**config.mk**
```make
export PLATFORM = sky130hd
export DESIGN_NAME = ps2_keyboard
export DESIGN_NICKNAME = d
export VERILOG_FILES = /design/src/logic/key_event_pkg.sv /design/src/logic/ps2_line_pkg.sv /design/src/logic/scan_byte_if.sv /design/src/logic/key_decoder.sv /design/src/logic/ps2_keyboard.sv /design/src/logic/ps2_receiver.sv /design/src/logic/scan_fifo.sv
export SDC_FILE = /design/constraint.sdc
export NUM_CORES = 1
export LEC_CHECK = 0
export BUFFER_PORTS_ARGS = -buffer_cell sky130_fd_sc_hd__clkbuf_2
export CAP_MARGIN = 20
export CORE_MARGIN = 5
export CORE_UTILIZATION = 30
export DETAILED_ROUTE_END_ITERATION = 8
export PLACE_DENSITY = 0.42
export SLEW_MARGIN = 20
export SYNTH_ARGS = -nofsm -noshare
export SYNTH_HDL_FRONTEND = slang
export SYNTH_SLANG_ARGS = --single-unit
```
**constraint.sdc**
```tcl
create_clock -name clk -period 2.7 [get_ports clk]
set_input_delay 0.27 -clock clk [delete_from_list [all_inputs] [get_ports clk]]
set_output_delay 0.27 -clock clk [all_outputs]
set_load 0.02 [all_outputs]
```
**src/logic/key_event_pkg.sv**
```systemverilog
package key_event_pkg;

    // Key code as handed to the host, scan code set 2
    typedef logic [7:0] key_code_t;

    // Prefix sent before the code of an extended key such as the arrows
    localparam key_code_t PREFIX_EXTENDED = 8'hE0;

    // Prefix sent before the code of a key that was let go
    localparam key_code_t PREFIX_RELEASE = 8'hF0;

    // A released extended key arrives as E0 F0 code, so both prefixes
    // may stack in front of one key code

endpackage

```
**src/logic/ps2_line_pkg.sv**
```systemverilog
package ps2_line_pkg;

    // One data byte as it is framed on the PS/2 line, LSB first
    typedef logic [7:0] ps2_byte_t;

    // Counts system clock cycles while the line shows no clock edge
    typedef logic [23:0] timeout_count_t;

    // Depth of the PS/2 clock glitch filter in samples
    localparam int EDGE_HISTORY = 16;

    typedef logic [EDGE_HISTORY-1:0] edge_history_t;

    // A falling edge is taken as real only after three quarters of the
    // history were high and the newest quarter is low
    localparam edge_history_t FALL_PATTERN = {
        {(EDGE_HISTORY * 3 / 4){1'b1}},
        {(EDGE_HISTORY / 4){1'b0}}
    };

    // Frame receiver states, one per field of the frame
    typedef enum logic [1:0] {
        rx_start,
        rx_data,
        rx_parity,
        rx_stop
    } rx_state_e;

endpackage

```
**src/logic/scan_byte_if.sv**
```systemverilog
`timescale 1ns/1ps

interface scan_byte_if;
    import ps2_line_pkg::*;

    // Write side, one strobe per received byte
    logic      push;
    ps2_byte_t push_data;

    // Read side, first word fall through
    logic      pop;
    ps2_byte_t pop_data;
    logic      empty;

    modport receiver (
        output push,
        output push_data
    );

    modport fifo (
        input  push,
        input  push_data,
        input  pop,
        output pop_data,
        output empty
    );

    modport decoder (
        input  pop_data,
        input  empty,
        output pop
    );

endinterface

```
**src/logic/key_decoder.sv**
```systemverilog
`timescale 1ns/1ps

module key_decoder (
    input  logic                     clk,
    input  logic                     rst_n,
    input  logic                     raw_mode,
    input  logic                     key_ack,
    scan_byte_if.decoder             bytes,
    output logic                     key_pending,
    output key_event_pkg::key_code_t key_code,
    output logic                     key_extended,
    output logic                     key_released
);
    import ps2_line_pkg::*;
    import key_event_pkg::*;

    ps2_byte_t head_byte;
    logic      take_byte;
    logic      is_prefix;
    logic      extended_flag;
    logic      released_flag;

    assign head_byte = bytes.pop_data;

    // Pull a byte whenever the host has taken the last event
    assign take_byte = !key_pending && !bytes.empty;
    assign bytes.pop = take_byte;

    // Prefixes only mean something to a keyboard
    assign is_prefix = !raw_mode &&
                       ((head_byte == PREFIX_EXTENDED) || (head_byte == PREFIX_RELEASE));

    always_ff @(posedge clk) begin
        if (!rst_n) begin
            key_pending   <= 1'b0;
            extended_flag <= 1'b0;
            released_flag <= 1'b0;
        end else begin
            if (key_ack) begin
                key_pending <= 1'b0;
            end
            if (take_byte) begin
                if (raw_mode) begin
                    key_pending   <= 1'b1;
                    extended_flag <= 1'b0;
                    released_flag <= 1'b0;
                end else if (head_byte == PREFIX_EXTENDED) begin
                    extended_flag <= 1'b1;
                end else if (head_byte == PREFIX_RELEASE) begin
                    released_flag <= 1'b1;
                end else begin
                    // Key code closes the sequence, prefixes start over
                    key_pending   <= 1'b1;
                    extended_flag <= 1'b0;
                    released_flag <= 1'b0;
                end
            end
        end
    end

    // Event outputs are captured together with key_pending and held
    // until the next event replaces them
    always_ff @(posedge clk) begin
        if (take_byte && !is_prefix) begin
            key_code     <= head_byte;
            key_extended <= extended_flag && !raw_mode;
            key_released <= released_flag && !raw_mode;
        end
    end

endmodule

```
**src/logic/ps2_keyboard.sv**
```systemverilog
`timescale 1ns/1ps

module ps2_keyboard #(
    parameter ps2_line_pkg::timeout_count_t TIMEOUT_CYCLES = 24'hFFFFFF,
    parameter int                           FIFO_DEPTH     = 16
) (
    input  logic                     clk,
    input  logic                     rst_n,
    input  logic                     rx_enable,
    input  logic                     raw_mode,
    input  logic                     key_ack,
    input  logic                     ps2_clk,
    input  logic                     ps2_data,
    output logic                     key_pending,
    output key_event_pkg::key_code_t key_code,
    output logic                     key_extended,
    output logic                     key_released,
    output logic                     overflow
);

    // Byte path from the line receiver through the FIFO to the decoder
    scan_byte_if scan_bytes ();

    ps2_receiver #(
        .TIMEOUT_CYCLES (TIMEOUT_CYCLES)
    ) ps2_receiver_inst (
        .clk       (clk),
        .rst_n     (rst_n),
        .rx_enable (rx_enable),
        .ps2_clk   (ps2_clk),
        .ps2_data  (ps2_data),
        .bytes     (scan_bytes.receiver)
    );

    // Absorbs typematic bursts while the host is slow to acknowledge
    scan_fifo #(
        .FIFO_DEPTH (FIFO_DEPTH)
    ) scan_fifo_inst (
        .clk      (clk),
        .rst_n    (rst_n),
        .bytes    (scan_bytes.fifo),
        .overflow (overflow)
    );

    key_decoder key_decoder_inst (
        .clk          (clk),
        .rst_n        (rst_n),
        .raw_mode     (raw_mode),
        .key_ack      (key_ack),
        .bytes        (scan_bytes.decoder),
        .key_pending  (key_pending),
        .key_code     (key_code),
        .key_extended (key_extended),
        .key_released (key_released)
    );

endmodule

```
**src/logic/ps2_receiver.sv**
```systemverilog
`timescale 1ns/1ps

module ps2_receiver #(
    parameter ps2_line_pkg::timeout_count_t TIMEOUT_CYCLES = 24'hFFFFFF
) (
    input  logic          clk,
    input  logic          rst_n,
    input  logic          rx_enable,
    input  logic          ps2_clk,
    input  logic          ps2_data,
    scan_byte_if.receiver bytes
);
    import ps2_line_pkg::*;

    logic [1:0]     clk_sync;
    logic [1:0]     data_sync;
    edge_history_t  clk_history;
    logic           fall_edge;
    logic           rx_tick;
    logic           line_data;
    rx_state_e      state;
    ps2_byte_t      shift_q;
    timeout_count_t idle_count;
    logic           push_q;

    // Both pins are asynchronous to clk and idle high
    always_ff @(posedge clk) begin
        if (!rst_n) begin
            clk_sync  <= 2'b11;
            data_sync <= 2'b11;
        end else begin
            clk_sync  <= {clk_sync[0], ps2_clk};
            data_sync <= {data_sync[0], ps2_data};
        end
    end

    assign line_data = data_sync[1];

    // Newest sample enters at bit 0, so the oldest sits at the top
    always_ff @(posedge clk) begin
        if (!rst_n) begin
            clk_history <= '1;
        end else begin
            clk_history <= {clk_history[EDGE_HISTORY-2:0], clk_sync[1]};
        end
    end

    // The pattern holds for exactly one cycle per clean falling edge
    assign fall_edge = (clk_history == FALL_PATTERN);
    assign rx_tick   = fall_edge && rx_enable;

    // Frame state machine and the stall timeout
    always_ff @(posedge clk) begin
        if (!rst_n) begin
            state      <= rx_start;
            idle_count <= '0;
            push_q     <= 1'b0;
        end else begin
            push_q <= 1'b0;
            if (rx_tick) begin
                idle_count <= '0;
                case (state)
                    rx_start: begin
                        if (!line_data) begin
                            state <= rx_data;
                        end
                    end
                    rx_data: begin
                        // Marker bit has reached bit 0, this is the eighth data bit
                        if (shift_q[0]) begin
                            state <= rx_parity;
                        end
                    end
                    rx_parity: begin
                        // Data plus parity must hold an odd number of ones
                        if (^{shift_q, line_data}) begin
                            state <= rx_stop;
                        end else begin
                            state <= rx_start;
                        end
                    end
                    rx_stop: begin
                        state  <= rx_start;
                        push_q <= line_data;
                    end
                    default: begin
                        state <= rx_start;
                    end
                endcase
            end else if (idle_count == TIMEOUT_CYCLES) begin
                // Device went quiet in the middle of a frame
                idle_count <= '0;
                state      <= rx_start;
            end else begin
                idle_count <= idle_count + 1'b1;
            end
        end
    end

    // Shift register, loaded with a marker at the start bit. Its
    // contents stay put from the stop bit until the next start bit
    always_ff @(posedge clk) begin
        if (rx_tick) begin
            if (state == rx_start) begin
                shift_q <= 8'h80;
            end else if (state == rx_data) begin
                shift_q <= {line_data, shift_q[7:1]};
            end
        end
    end

    assign bytes.push      = push_q;
    assign bytes.push_data = shift_q;

endmodule

```
**src/logic/scan_fifo.sv**
```systemverilog
`timescale 1ns/1ps

module scan_fifo #(
    parameter int FIFO_DEPTH = 16
) (
    input  logic      clk,
    input  logic      rst_n,
    scan_byte_if.fifo bytes,
    output logic      overflow
);
    import ps2_line_pkg::*;

    localparam int ADDR_WIDTH = $clog2(FIFO_DEPTH);

    ps2_byte_t           mem [FIFO_DEPTH];
    logic [ADDR_WIDTH:0] wr_ptr;
    logic [ADDR_WIDTH:0] rd_ptr;
    logic                full;
    logic                empty;
    logic                do_push;
    logic                do_pop;

    // The extra pointer bit tells a full buffer from an empty one
    assign empty = (wr_ptr == rd_ptr);
    assign full  = (wr_ptr[ADDR_WIDTH] != rd_ptr[ADDR_WIDTH]) &&
                   (wr_ptr[ADDR_WIDTH-1:0] == rd_ptr[ADDR_WIDTH-1:0]);

    assign do_pop  = bytes.pop && !empty;
    // A pop in the same cycle frees the slot for the incoming byte
    assign do_push = bytes.push && (!full || do_pop);

    always_ff @(posedge clk) begin
        if (!rst_n) begin
            wr_ptr <= '0;
            rd_ptr <= '0;
        end else begin
            if (do_push) begin
                wr_ptr <= wr_ptr + 1'b1;
            end
            if (do_pop) begin
                rd_ptr <= rd_ptr + 1'b1;
            end
        end
    end

    always_ff @(posedge clk) begin
        if (do_push) begin
            mem[wr_ptr[ADDR_WIDTH-1:0]] <= bytes.push_data;
        end
    end

    // Sticky until reset so the host can notice lost keystrokes late
    always_ff @(posedge clk) begin
        if (!rst_n) begin
            overflow <= 1'b0;
        end else if (bytes.push && !do_push) begin
            overflow <= 1'b1;
        end
    end

    // Head entry is always visible while the buffer holds data
    assign bytes.pop_data = mem[rd_ptr[ADDR_WIDTH-1:0]];
    assign bytes.empty    = empty;

endmodule

```
==> out/metrics.cfg <==
[run_status]
status = complete, no violations

[finish]
fill_cells = 2546
final_cell_count_no_fill = 931
stdcell_area_mm2 = 0.00969
drive_above_1_share = 0.202
postLayoutCoreUtil = 0.360
diodes = 0
area_growth_pct = 18.9
num-nets-final = 585

[sta]
max_slew_margin = 0.465
worst_slew_pin_slew_ps = 802
slew_violations = 0
finalCritPeriodShare = 0.888
rsz0062_at_grt = no
finalSetupTns_ps = 0
fmax_mhz = 417
setup_viol = 0
skew_ps = 30.5
hold_viol = 0
setup_ws_ps = 302
finalCriticalPeriod_ps = 2400
hold_ws_ps = 71.0

[routing]
via_per_inst = 4.59
drc_errors = 0
num_vias = 4271
drt_iter0_drc = 294
drt_wl_total_mm = 17.0
routedWlPerCell_um = 18.2
first_pass_iters = 4
drtAntennaViolNets = 0

[setup_path]
critPathMaxFanout = 17
cp_data_arrival_time_ps = 2630
path_class = reg2reg
ff2ff_path_depth = 7
r2r-end = key_decoder_inst.key_extended$_DFFE_PP_
required_ps = 2940
end_kind = flip-flop
regToRegSetupSlack_ps = 300
crit_path_start_kind = flip-flop

[logic_synthesis]
synth_top_family_by_area = simple AND/OR/NAND/NOR gates
ys_seq_area_frac = 0.698
synth_xor_area_frac = 0.0458
ys_seq_elements = 211
synth-adder-area-share = 0.00921
synthCells = 515
synth_fp_nets = 528
synth.cell_area_mm2 = 0.00815
synth_compound_area_frac = 0.0275
ys.warnings.count = 0
synthMuxAreaShare = 0.0966
syn_area_per_cell_um2 = 15.8
synth_cell_types = 45
synthSimpleGateAreaFrac = 0.107

[power_and_ir_drop]
netSwitchingPower_mw = 1.61
power.internal_mw = 5.79
p_per_area_mw_per_mm2 = 764
finalPower_mw = 7.40
swShare = 0.217
p_seq_frac = 0.478
ir_worst_vdd_uv = 380
p_clk_frac = 0.451
leakage_nw = 3.27
power_frac_comb = 0.071

[global_route]
antenna_found_initial = 1
grt_max_degree = 40
track_usage = 0.113
grt-ovfl-total = 0
grt_pass1_vias = 4430
grt_pass1_wl_mm = 26.8

[place]
routabilityCongestion = 0.783
placed_cells_incl_taps = 885
placed_cell_area_mm2 = 0.00883
io_buffers = 18
post-dp-hpwl_mm = 11.4
place_ws_ps = 235

[clock_network]
clockRootBuffer = clkbuf_16
cts_tree = yes
htreeDepth = 1
clock_latency_ps = 520
clock_path_buffers = 3
cts.sinks = 211
cts_buffers = 24
clkSlewWorstSetupHoldPaths_ps = 70

[floorplanning]
io_pins = 19
row_count = 60
die_w_um = 175
core_area_mm2 = 0.0269
die_area_mm2 = 0.0306
start_util = 0.303
die_height_um = 175

[run]
maxCapViolations = 0

[min_path]
hold_class = in2reg
whs_endpoint = key_decoder_inst.key_pending$_SDFF_PN0_
holdCritStartpoint = key_ack
min_delay_path_depth = 3

routing by layer:
metal,up-vias,part of all wire,wire length [um],track usage
met5,-,0,0,0
met4,0,0.016,273,0.0265
met3,20,0.032,551,0.0210
met2,54,0.48,8200,0.188
met1,2151,0.47,7950,0.153
li1,2046,-,-,-
final cells by class:
cell class                      count  area (um2)  area share
Sequential cell                   211        5690       0.587
Multi-Input combinational cell    279        2340       0.241
Clock buffer                       27         623      0.0643
Tap cell                          341         427      0.0440
Timing Repair Buffer               49         378      0.0390
Clock inverter                     17         208      0.0214
Inverter                            7        26.3     0.00271
cells by family after synthesis:
family | Yosys count
adder cells (fa/ha/maj) | 6
AND/OR/NAND/NOR | 166
flip-flops | 211
AO/OA/AOI/OAI | 32
XOR/XNOR | 41
buffers and inverters | 25
multiplexers | 34
synth_stat cells:
cell type,n,area share
nor2_1,50,0.023
edfxtp_1,146,0.54
nor3b_1,1,0.00092
nand3_1,12,0.0074
and4b_1,1,0.0012
clkbuf_1,8,0.0037
dfxtp_1,65,0.16
nand2b_1,22,0.017
nor4_1,2,0.0015
nor3b_2,1,0.0015
and2_1,9,0.0069
buf_6,1,0.0014
inv_1,7,0.0032
mux4_1,9,0.029
or3_1,3,0.0023
mux2i_1,1,0.0012
nor2b_1,16,0.012
buf_2,4,0.0025
a31oi_1,1,0.00077
nor3_1,6,0.0037
xnor2_1,22,0.024
or4_1,1,0.00092
and4_1,5,0.0054
xnor3_1,1,0.0028
buf_12,1,0.0025
and3_1,3,0.0023
a41oi_1,1,0.0011
or2_2,2,0.0015
o21a_1,3,0.0028
xor2_1,18,0.019
o211ai_1,1,0.00092
ha_1,6,0.0092
a22oi_1,14,0.013
buf_4,2,0.0018
a21boi_0,2,0.0018
a21boi_2,1,0.0014
buf_1,2,0.00092
nor4_2,1,0.0015
o21ai_0,3,0.0018
or4b_2,1,0.0012
nand2_1,21,0.0097
nand4_1,9,0.0069
mux4_2,24,0.066
a21oi_1,5,0.0031
o21bai_1,1,0.00092
registers in the layout, indices dropped and copies added, names as in the netlist, 2 cells and up, named ones only:
name	count
ps2_receiver_inst.clk_sync	2
scan_fifo_inst.wr_ptr	5
ps2_receiver_inst.data_sync	2
ps2_receiver_inst.clk_history	16
ps2_receiver_inst.bytes.push_data	8
ps2_receiver_inst.state	2
scan_fifo_inst.mem	128
ps2_receiver_inst.idle_count	24
key_decoder_inst.key_code	8
scan_fifo_inst.rd_ptr	5
placed cells by master, fill, tap and decap left out, types with 4 or more instances in the layout:
| cell | netlist | routed |
|---|---|---|
| buf_12 | 1 | 4 |
| mux4_2 | 24 | 24 |
| nor2_1 | 50 | 50 |
| clkinvlp_4 | 0 | 4 |
| inv_1 | 7 | 7 |
| dfxtp_1 | 65 | 64 |
| nand2b_1 | 22 | 22 |
| clkbuf_16 | 0 | 24 |
| buf_4 | 2 | 25 |
| a22oi_1 | 14 | 14 |
| bufinv_16 | 0 | 4 |
| ha_1 | 6 | 6 |
| nor3_1 | 6 | 6 |
| xnor2_1 | 22 | 22 |
| and2_1 | 9 | 9 |
| edfxtp_1 | 146 | 146 |
| a21oi_1 | 5 | 5 |
| nor2b_1 | 16 | 16 |
| and4_1 | 5 | 5 |
| mux4_1 | 9 | 9 |
| nand2_1 | 21 | 21 |
| xor2_1 | 18 | 18 |
| clkbuf_2 | 0 | 19 |
| nand3_1 | 12 | 12 |
| nand4_1 | 9 | 9 |
power groups by stage:
stage / combinational [mW] / sequential, mW / clock (mW)
final: 0.525 / 3.54 / 3.34
after global routing: 0.574 / 3.54 / 3.57
after CTS: 0.544 / 3.54 / 3.44
after detailed placement: 0.543 / 3.61 / 0
after global placement: 0.535 / 3.61 / 0
after floorplan: 0.360 / 3.62 / 0
timing repair:
| action | CTS | global route |
|---|---|---|
| resized for setup | 0 | 1 |
| hold buffers | 2 | 0 |
| endpoints found under the hold margin | 2 | 0 |
| endpoints found under the setup margin | 0 | 22 |
| buffers inserted | 0 | 0 |
worst max path at each step:
stage	start	cells past startpoint	end	slack, ps
after detailed placement	scan_fifo_inst.wr_ptr[3]$_SDFFE_PN0P_	6	scan_fifo_inst.mem[10][1]$_DFFE_PP_	240
after global placement	scan_fifo_inst.wr_ptr[3]$_SDFFE_PN0P_	6	scan_fifo_inst.mem[3][0]$_DFFE_PP_	270
final	flip-flop	7	key_decoder_inst.key_extended$_DFFE_PP_	300
after global routing	flip-flop	8	key_decoder_inst.key_pending$_SDFF_PN0_	160
after CTS	scan_fifo_inst.wr_ptr[3]$_SDFFE_PN0P_	6	scan_fifo_inst.mem[10][1]$_DFFE_PP_	180
after floorplan	scan_fifo_inst.wr_ptr[2]$_SDFFE_PN0P_	6	scan_fifo_inst.mem[3][0]$_DFFE_PP_	270
worst max-delay path: stages (launching register included):
cell and delay (ps):
dfxtp_2 380, buf_12 190, mux4_1 650, a22oi_1 220
nand2_1 90, and4b_1 230, a21boi_2 170, buf_12 160
Note: power is estimated with default switching activity, not from simulation.
